==> src/rv_macros.svh <==
/* rv32i core constants */
`ifndef RV_MACROS_SVH
`define RV_MACROS_SVH

`define XLEN        32
`define REG_ADDR_W  5
`define MEM_WORDS   256    // shared memory depth
`define MEM_IDX_W   8
`define RESET_PC    0      // word index of the first fetch

// major opcodes
`define OPC_OP      7'b0110011
`define OPC_OP_IMM  7'b0010011
`define OPC_LUI     7'b0110111
`define OPC_LOAD    7'b0000011
`define OPC_STORE   7'b0100011

`endif

==> src/rv_pkg.sv <==
/* rv32i core types */
`default_nettype none

`include "rv_macros.svh"

package rv_pkg;

	typedef logic [`XLEN-1:0]       xlen_t;
	typedef logic [`XLEN-1:0]       instr_t;
	typedef logic [`REG_ADDR_W-1:0] reg_addr_t;
	typedef logic [`MEM_IDX_W-1:0]  mem_idx_t;   // word index, not byte address

	typedef enum logic [2:0] {
		ALU_ADD,
		ALU_SUB,
		ALU_AND,
		ALU_OR,
		ALU_XOR,
		ALU_SLT,
		ALU_PASS_B    // lui
	} alu_op_e;

	typedef enum logic [1:0] {FS_IDLE, FS_FETCHING, FS_HALTED} fetch_state_e;

	// who drives the shared memory this cycle
	typedef enum logic [1:0] {OWN_NONE, OWN_DATA, OWN_HOST, OWN_FETCH} mem_owner_e;

endpackage

`default_nettype wire

==> src/fetch_unit.sv <==
/* instruction fetch */
`timescale 1ns/1ns
`default_nettype none

`include "rv_macros.svh"

module fetch_unit (
	input  logic             ip_clk,
	input  logic             ip_rst,
	input  logic             run,
	input  logic             stall,
	input  logic             fetch_gnt,
	input  rv_pkg::xlen_t    mem_rdata,
	output logic             fetch_req,
	output rv_pkg::mem_idx_t fetch_idx,
	output rv_pkg::instr_t   if_instr,
	output logic             if_valid,
	output logic             if_done
);

	rv_pkg::fetch_state_e state;
	rv_pkg::mem_idx_t     pc;
	logic                 halt_word;   // all-zero word ends the program
	logic                 take;        // granted fetch lands this cycle

	assign fetch_req = (state == rv_pkg::FS_FETCHING) && run;
	assign fetch_idx = pc;
	assign halt_word = (mem_rdata == '0);
	assign take      = fetch_gnt && !stall;

	always_ff @(posedge ip_clk or posedge ip_rst) begin
		if (ip_rst) begin
			state <= rv_pkg::FS_IDLE;
			pc    <= rv_pkg::mem_idx_t'(`RESET_PC);
		end else begin
			case (state)
				rv_pkg::FS_IDLE: begin
					if (run) state <= rv_pkg::FS_FETCHING;
				end
				rv_pkg::FS_FETCHING: begin
					if (!run) begin
						state <= rv_pkg::FS_IDLE;     // pc holds, resumes later
					end else if (take && halt_word) begin
						state <= rv_pkg::FS_HALTED;
					end else if (take) begin
						pc <= pc + 1'b1;
					end
				end
				default: state <= rv_pkg::FS_HALTED;  // stays until reset
			endcase
		end
	end

	// fetch/decode register, no grant means a bubble
	always_ff @(posedge ip_clk or posedge ip_rst) begin
		if (ip_rst) begin
			if_valid <= 1'b0;
			if_done  <= 1'b0;
		end else if (!stall) begin
			if_valid <= take && !halt_word;
			if_done  <= take && halt_word;  // one slot only
		end
	end

	always_ff @(posedge ip_clk) begin
		if (!stall) if_instr <= mem_rdata;
	end

	halt_is_final: assert property (@(posedge ip_clk) disable iff (ip_rst)
		state == rv_pkg::FS_HALTED |-> !fetch_req && !fetch_gnt && !if_valid)
		else $error("fetch resumed after halt");

endmodule

`default_nettype wire

==> config.mk <==
export PLATFORM = sky130hd
export DESIGN_NAME = fetch_unit
export DESIGN_NICKNAME = d
export VERILOG_FILES = /design/src/rv_pkg.sv /design/src/fetch_unit.sv
export VERILOG_INCLUDE_DIRS = /design/src /design/src/src
export SDC_FILE = /design/constraint.sdc
export NUM_CORES = 1
export LEC_CHECK = 0
export BUFFER_PORTS_ARGS = -buffer_cell sky130_fd_sc_hd__buf_2
export CORE_ASPECT_RATIO = 0.8
export CORE_MARGIN = 8
export CORE_UTILIZATION = 41
export DETAILED_ROUTE_END_ITERATION = 6
export PLACE_DENSITY = 0.73
export SYNTH_ARGS = -nofsm -noshare
export SYNTH_HDL_FRONTEND = slang
export SYNTH_SLANG_ARGS = --single-unit
==> constraint.sdc <==
create_clock -name ip_clk -period 1.3 [get_ports ip_clk]
set_clock_uncertainty 0.15 [all_clocks]
set_input_delay 0 -clock ip_clk [delete_from_list [all_inputs] [get_ports ip_clk]]
set_output_delay 0 -clock ip_clk [all_outputs]
set_load 0.02 [all_outputs]
# Word level (Yosys, flattened, before mapping)
# Index checks and enable logic that the tools add are counted.
[classes]
addsub = 1
n_eq_ne = 3
muxes = 4
bitwise_logic = 1
reduce_logical = 10
[ops]
columns = ["cell", "n"]
rows = [
  ["zero test 32 bit", 1],
  ["adder 8 x 1 -> 8 bit (second input constant)", 1],
  ["2-to-1 mux 2 bit", 3],
  ["logical AND 1 bit", 4],
  ["one-hot mux 2 bit (2 select lines)", 1],
  ["AND reduction 4 bit", 1],
  ["inequality test 3 x 2 -> 1 bit (second input constant)", 1],
  ["equality test 2 x 1 -> 1 bit (second input constant)", 1],
  ["zero test 1 bit", 2],
  ["zero test 2 bit", 1],
  ["inequality test 2 bit (second input constant)", 1],
  ["AND reduction 2 bit", 1],
  ["inverter 1 bit", 1],
]
[totals]
regBits = 44
input_bits = 37
out_inout_bits = 43
word_cells = 24

# Longest topological paths before layout
# Gate-level depths: netlist (run 1).
[depth]
word_depth = 6
depth_mapped = 4
ltp_nobuf = 4

# Least setup slack after synthesis (run 1)
# OpenSTA, ideal clock, no wires.
[synth_path]
path_type = "reg-to-reg"
start = "register state[0]"
end = "register pc[1] (netlist: fetch_idx[1])"
setup_time_ns = 0.128
arrival_ns = 1.170
t_required_ns = 1.022
path_slack_ns = -0.147
stages_incl_launch_ff = 5
path_buffers = 0
synth_period_minus_slack_ns = 1.447
cell_sequence = "dfrtp_1 and3b_1 and2b_2 o21ai_2 mux2_1"
[synth_between]
elab_chain_cells = 2
[synth_rtl]
columns = ["item", "line", "text"]
rows = [
  ["from (decl)", "fetch_unit.sv:21", "rv_pkg::fetch_state_e state;"],
  ["from (signal assigned)", "fetch_unit.sv:33", "state <= rv_pkg::FS_IDLE;"],
  ["from (signal assigned)", "fetch_unit.sv:38", "if (run) state <= rv_pkg::FS_FETCHING;"],
  ["from (signal assigned)", "fetch_unit.sv:42", "state <= rv_pkg::FS_IDLE;"],
  ["equality test 2 x 1 -> 1 bit", "fetch_unit.sv:36", "case (state)"],
  ["AND reduction 4 bit (no line)", "-", ""],
  ["to (signal assigned)", "fetch_unit.sv:34", "pc <= rv_pkg::mem_idx_t'(`RESET_PC);"],
  ["to (signal assigned)", "fetch_unit.sv:46", "pc <= pc + 1'b1;"],
  ["to (decl)", "fetch_unit.sv:22", "rv_pkg::mem_idx_t pc;"],
]
# Every way passes these cells.
# A chain may end at the register's enable or synchronous reset.

# Worst setup path in the final report (run 1)
[layout_path]
start = "register state[1]"
end = "register pc[1] (netlist: fetch_idx[1])"
# The elaborated chain is that of the path after synthesis.

==> key figures, run 1 <==
Outcome
  – Status: complete, but fails checks
  – Violated checks: negative hold slack, negative setup slack

Logic synthesis
  – Post-synth top flop: edfxtp_1
  – Sequential-to-total area share from yosys stat: 73.0%
  – Most common cell in the synthesized netlist: edfxtp_1
  – Async SR Flop Fraction: 27.3%
  – Multiplexer share of the synthesized area: 0.652%
  – Commonest cells post-synth: edfxtp_1, dfrtp_1, nor4_4, xnor2_1, o2111ai_1
  – Share of Yosys cell area claimed by the top area cell type: 55.7%
  – Post-synth net total: 128
  – Ranking of synthesized cells by area: edfxtp_1, dfrtp_1, nor4_4
  – Synthesis warning total: 0
  – Xor and xnor area share after synthesis: 3.55%
  – Post-Synth Simple-Gate Area: 16.4%
  – Post-synth top area cell: edfxtp_1
  – Adder-Cell Fraction of Synth Area: 0.725%
  – Synth Area per Inst: 19.2 um2
  – Count of different cell masters after synthesis: 25
  – Gate Count Post-Synth: 90
  – EDFF count, synth: 32
  – Post-synthesis compound-gate area fraction: 5.00%
  – Synthesized area: 1730 um2
  – Yosys reg bits: 44
  – Largest family of logic cells by synthesized area: simple AND/OR/NAND/NOR gates

Layout
  – # diodes: 0
  – Area grow syn2layout: 63.7%
  – Final core utilization: 68.5%
  – Layout cells sized above 1: 53.7%
  – Total Nets Final: 264
  – Cell Count, Final, Fillers Out: 284

Critical path
  – Arrival time worst endpoint: 1480 ps
  – FF-to-FF End: fetch_idx[1]
  – CP max stage cell: dfrtp_1
  – Bufs and invs on worst path: 0
  – Crit path max fanout: 7
  – Crit start category: register
  – WP depth: 4
  – Crit Path Category: register to register
  – Critical Path End Type: register
  – CP required: 1320 ps
  – Reg2Reg Setup Slack: -160 ps
  – R2R depth: 4
  – Delay-heaviest family, CP: simple AND/OR/NAND/NOR gates
  – Critical path cell sequence: nand2b_4 -> and2b_4 -> o21ai_4 -> mux2_4
  – Max stage delay on crit path: 390 ps
  – RR Startpoint: state[1]

Floorplanning
  – Chip Height: 74.0 um
  – # IOs: 80
  – Cell row count: 21
  – Die area: 6560 um2
  – Core Box Area: 4130 um2
  – Width of the chip: 88.6 um
  – Initial Utilization: 41.9%

Placement
  – Post-place setup slack: -205 ps
  – Gpl congestion: 0.786
  – Placed Instances: 239
  – Dpl hpwl: 3.25 mm
  – Buffers on Ports: 79

CTS
  – Max clock buf depth: 2
  – CTS tree: yes
  – H-Tree Level Count: 2
  – Clk sinks: 44
  – Hold_buf cts: 35
  – Worst skew pair latency: 280 ps
  – Cell at the root of the clock tree: clkbuf_8
  – Reg clk slew, reported paths: 80 ps
  – Num CTS Buffers: 5

Timing
  – Max Clk Rate: 684 MHz
  – PnR worst setup slack: -163 ps
  – RSZ-0062 raised after global routing: yes
  – Setup TNS: -890 ps
  – Final period util: 113%
  – Max-slew violations: 0
  – WHS: -147 ps
  – Worst Tran Pin Value: 473 ps
  – Fin crit period: 1460 ps
  – Worst slew margin: 68.4%
  – Final setup vio count: 9
  – Final Hold Fails: 2

Global routing
  – Global-route usage over all layers: 14.6%
  – Largest net degree at the start of global routing: 33
  – Gr ovfl total: 0
  – Global-route wire length before repair: 7.18 mm
  – Vias in the first global route: 1456
  – Initial antenna violation count: 0

Detailed routing
  – Post-Route WL: 4.67 mm
  – DR vias: 1355
  – Vias per cell: 4.77
  – Routed Antenna Nets: 0
  – Met3 WL: 508 um
  – Met2 WL: 2.35 mm
  – M1 wire length: 1.75 mm
  – WL per Instance: 16.5 um
  – Max layer used: met4
  – TritonRoute pass-1 iters: 4
  – Drc violations: 0
  – First DRT Iteration DRCs: 49

Min path
  – Hold wc startpoint: run
  – Hold Path Stages: 2
  – Min-delay worst type: input port to register
  – Hold endpoint: state[1]

Run
  – Max-cap violations: 0

Power
  – Power per Cell Area: 1270 nW/um2
  – Static Leak: 1.22 nW
  – Max IR drop VDD: 1.01 mV
report_power, final:
part | total, mW | leakage (nW) | internal (mW) | switching, mW
logic | 0.851 | 0.704 | 0.380 | 0.471
clock network | 1.02 | 0.0558 | 0.569 | 0.448
registers | 1.72 | 0.464 | 1.66 | 0.0569
area by class of cell:
type                       count  area [um2]
clock inverter                 3        42.5
inverter                       3        11.3
sequential                    44        1270
clock buffer                   5        68.8
timing repair buffer         129         877
tap                           57        71.3
fill                         280        1300
multi-input combinational     43         488
state kept, by name, summed over array words and instances, names as in the netlist:
signal	count
state	2
if_valid	1
if_done	1
fetch_idx	8
if_instr	32
cells in the final DEF, fill, tap and decap left out, drive strengths merged, types with 2 or more instances in the layout:
cell type	netlist	final
nor2	2	2
and3	2	2
dfrtp	12	12
and2	2	2
buf	0	94
nor4	8	8
o211ai	2	2
o2111ai	4	4
clkbuf	0	5
o21ai	2	2
edfxtp	32	32
nand2	2	2
nand4	2	2
inv	3	3
clkinv	0	2
xnor2	7	7
dlygate4sd3	0	35
cell families (layout without fill, tap and decap cells):
family	count (synthesis)	count (layout)
flops	44	44
xor+xnor	7	7
compound gates	11	11
fa+ha+maj	1	1
simple gates	23	23
mux	1	1
buf+inv	3	140
stage by stage:
step	instance area, um2	power (mW)
6_report	2830	3.59
5_1_grt	2830	3.73
4_1_cts	2820	3.61
3_5_place_dp	2310	2.49
3_3_place_gp	2310	2.44
2_1_floorplan	1730	2.09
how the worst max path moves through the flow:
stage	slack, ps	start	endpoint
global placement	-160	state[0]	fetch_idx[1]
floorplan	-130	state[0]	fetch_idx[1]
CTS	-160	state[1]	fetch_idx[1]
global route	-180	state[1]	fetch_idx[1]
detailed placement	-210	state[0]	fetch_idx[1]
finish	-160	state[1]	fetch_idx[1]
routing by layer:
metal | vias to the layer above | track usage, %
li1 | 623 | -
met1 | 653 | 16.8
met2 | 70 | 25.4
met3 | 9 | 4.64
met4 | 0 | 4.49
met5 | - | 0
what timing repair did:
item	in CTS	in global routing
setup endpoints to repair	9	9
buffers inserted	2	1
gates resized for setup	9	1
cloned	0	0
hold endpoints to repair	48	2
pin swaps	2	4
No activity file was read; power rests on OpenSTA's default activity.
==> run 2, diff against run 1 <==
--- a/config.mk
+++ b/config.mk
@@ -9,9 +9,9 @@
 export BUFFER_PORTS_ARGS = -buffer_cell sky130_fd_sc_hd__buf_2
 export CORE_ASPECT_RATIO = 0.8
 export CORE_MARGIN = 8
-export CORE_UTILIZATION = 41
+export CORE_UTILIZATION = 30
 export DETAILED_ROUTE_END_ITERATION = 6
-export PLACE_DENSITY = 0.73
+export PLACE_DENSITY = 0.57
 export SYNTH_ARGS = -nofsm -noshare
 export SYNTH_HDL_FRONTEND = slang
 export SYNTH_SLANG_ARGS = --single-unit
==> run 2 against run 1 <==
The flow finishes with violations (negative setup slack). Cell count grew 7.4%. Global-route usage shrank 3.6 points. Clock power is essentially flat. Sequential power is essentially flat. Fmax grew 0.80%. Routed wire length grew 0.19%. Largest power group unchanged. Critical path type unchanged. Utilization shrank 17 points. Total power grew 1.5%.
==> key figures, run 2 (same netlist as run 1, synthesis figures left out) <==
Layout
  – Most frequent cells in the layout: buf_2, dlygate4sd3_1, edfxtp_1
  – Filler cell count: 450
  – Post-route design area: 2850 um2
  – Most common library cell in the layout ignoring fill and taps: buf_2
  – Largest register by flop count: if_instr
  – Area grow syn2layout: 64.9%
  – Final core utilization: 51.8%
  – Max reg flops: 32
  – Layout cells sized above 1: 53.3%
  – Cell Count, Final, Fillers Out: 305
  – # diodes: 0
  – Total Nets Final: 264

CTS
  – Num CTS Buffers: 5
  – H-Tree Level Count: 2
  – Cell at the root of the clock tree: clkbuf_8
  – Max clock buf depth: 2
  – CTS tree: yes
  – Worst skew pair latency: 290 ps
  – Clk sinks: 44
  – Reg clk slew, reported paths: 80 ps

Power
  – Static Leak: 1.23 nW
  – Internal Pwr Total: 2.64 mW
  – Final Power: 3.64 mW
  – Power per Cell Area: 1280 nW/um2
  – Clock group share of total power: 28.7%
  – Comb power frac: 24.3%
  – Flop pwr share: 47.0%
  – Max IR drop VDD: 0.845 mV
  – Sw Pwr: 1.01 mW
  – Switching Share: 27.6%

Timing
  – RSZ-0062 raised after global routing: yes
  – Final setup vio count: 9
  – Fin crit period: 1450 ps
  – Worst slew margin: 68.8%
  – Max Clk Rate: 689 MHz
  – PnR worst setup slack: -151 ps
  – Final period util: 112%
  – Worst Tran Pin Value: 467 ps
  – Max-slew violations: 0
  – Final Hold Fails: 0

Placement
  – Dpl hpwl: 3.44 mm
  – Buffers on Ports: 79
  – Placed Instances: 260
  – Gpl congestion: 0.809
  – Placed inst area: 2340 um2

Detailed routing
  – TritonRoute pass-1 iters: 4
  – Routed Antenna Nets: 0
  – Met2 WL: 2.18 mm
  – Post-Route WL: 4.68 mm
  – Drc violations: 0
  – Met3 WL: 484 um
  – Max layer used: met4
  – First DRT Iteration DRCs: 16
  – WL per Instance: 15.3 um
  – Vias per cell: 4.35
  – M1 wire length: 1.97 mm
  – DR vias: 1328

Floorplanning
  – Width of the chip: 101 um
  – Chip Height: 83.9 um
  – Core Box Area: 5500 um2
  – Cell row count: 24
  – Die area: 8450 um2
  – # IOs: 80
  – Initial Utilization: 31.4%

Min path
  – Min-delay worst type: input port to register
  – Hold wc startpoint: fetch_gnt

Run
  – Max-cap violations: 0

Critical path
  – RR Startpoint: state[0]
  – Crit Path Category: register to register
  – Arrival time worst endpoint: 1480 ps
  – Crit path max fanout: 7
  – CP required: 1330 ps
  – Critical Path End Type: register
  – Crit start category: register
  – Critical Path Start: state[0]

Global routing
  – Largest net degree at the start of global routing: 33
  – Global-route wire length before repair: 7.11 mm
  – Initial antenna violation count: 0
  – Vias in the first global route: 1445
  – Global-route usage over all layers: 11.0%
  – Gr ovfl total: 0

Outcome
  – Violated checks: negative setup slack
  – Status: complete, but fails checks
[run 2: metrics by stage]
step	hold slack (ps)	setup slack (ps)	setup TNS, ps
floorplan	-286	-132	-205
global placement	-123	-142	-1000
detailed placement	-101	-178	-1190
CTS	1.28	-149	-733
global route	31.3	-192	-1120
finish	20.3	-151	-679
[run 2: final timing paths]
check | slack [ps] | to | cells after the start
worst max-delay path | -150 | fetch_idx[1] | 4
worst min-delay path | 20 | state[0] | 4
worst max register to register | -150 | fetch_idx[1] | 4
worst min register to register | 330 | if_valid | 2
max in group asynchronous | 560 | fetch_idx[0] | 3
min in group asynchronous | 90 | fetch_idx[6] | 3
[run 2: final cells by class]
cell class | instances | area, um2 | share of cell area [%]
sequential | 44 | 1270 | 44.5
timing repair buffer | 129 | 880 | 30.9
multi-input combinational | 43 | 480 | 16.9
tap | 78 | 97.6 | 3.43
clock buffer | 5 | 68.8 | 2.42
clock inverter | 3 | 42.5 | 1.49
inverter | 3 | 11.3 | 0.395
[run 2: repair_timing]
action / in CTS / in global routing
buffers inserted: 1 / 0
gates resized for setup: 6 / 1
endpoints found under the setup margin: 9 / 9
hold buffers: 36 / 0
pin swaps: 0 / 2
endpoints found under the hold margin: 48 / 0
[run 2: worst max-delay path: stages (launching register included)]
cell	delay [ps]
dfrtp_1	380
and3b_1	170
and2b_2	250
o21ai_2	90
mux2_4	310
[run 2: power by group through the flow]
stage	combinational (mW)	clock, mW	sequential [mW]
floorplan	0.132	0	1.95
global placement	0.737	0	1.74
detailed placement	0.757	0	1.75
CTS	0.867	1.08	1.72
global route	0.944	1.14	1.73
finish	0.885	1.04	1.71
[run 2: routing by layer]
layer	global-route usage [%]	vias to the layer above
li1	-	628
met1	12.6	628
met2	17.4	65
met3	4.58	7
met4	4.52	0
met5	0	-
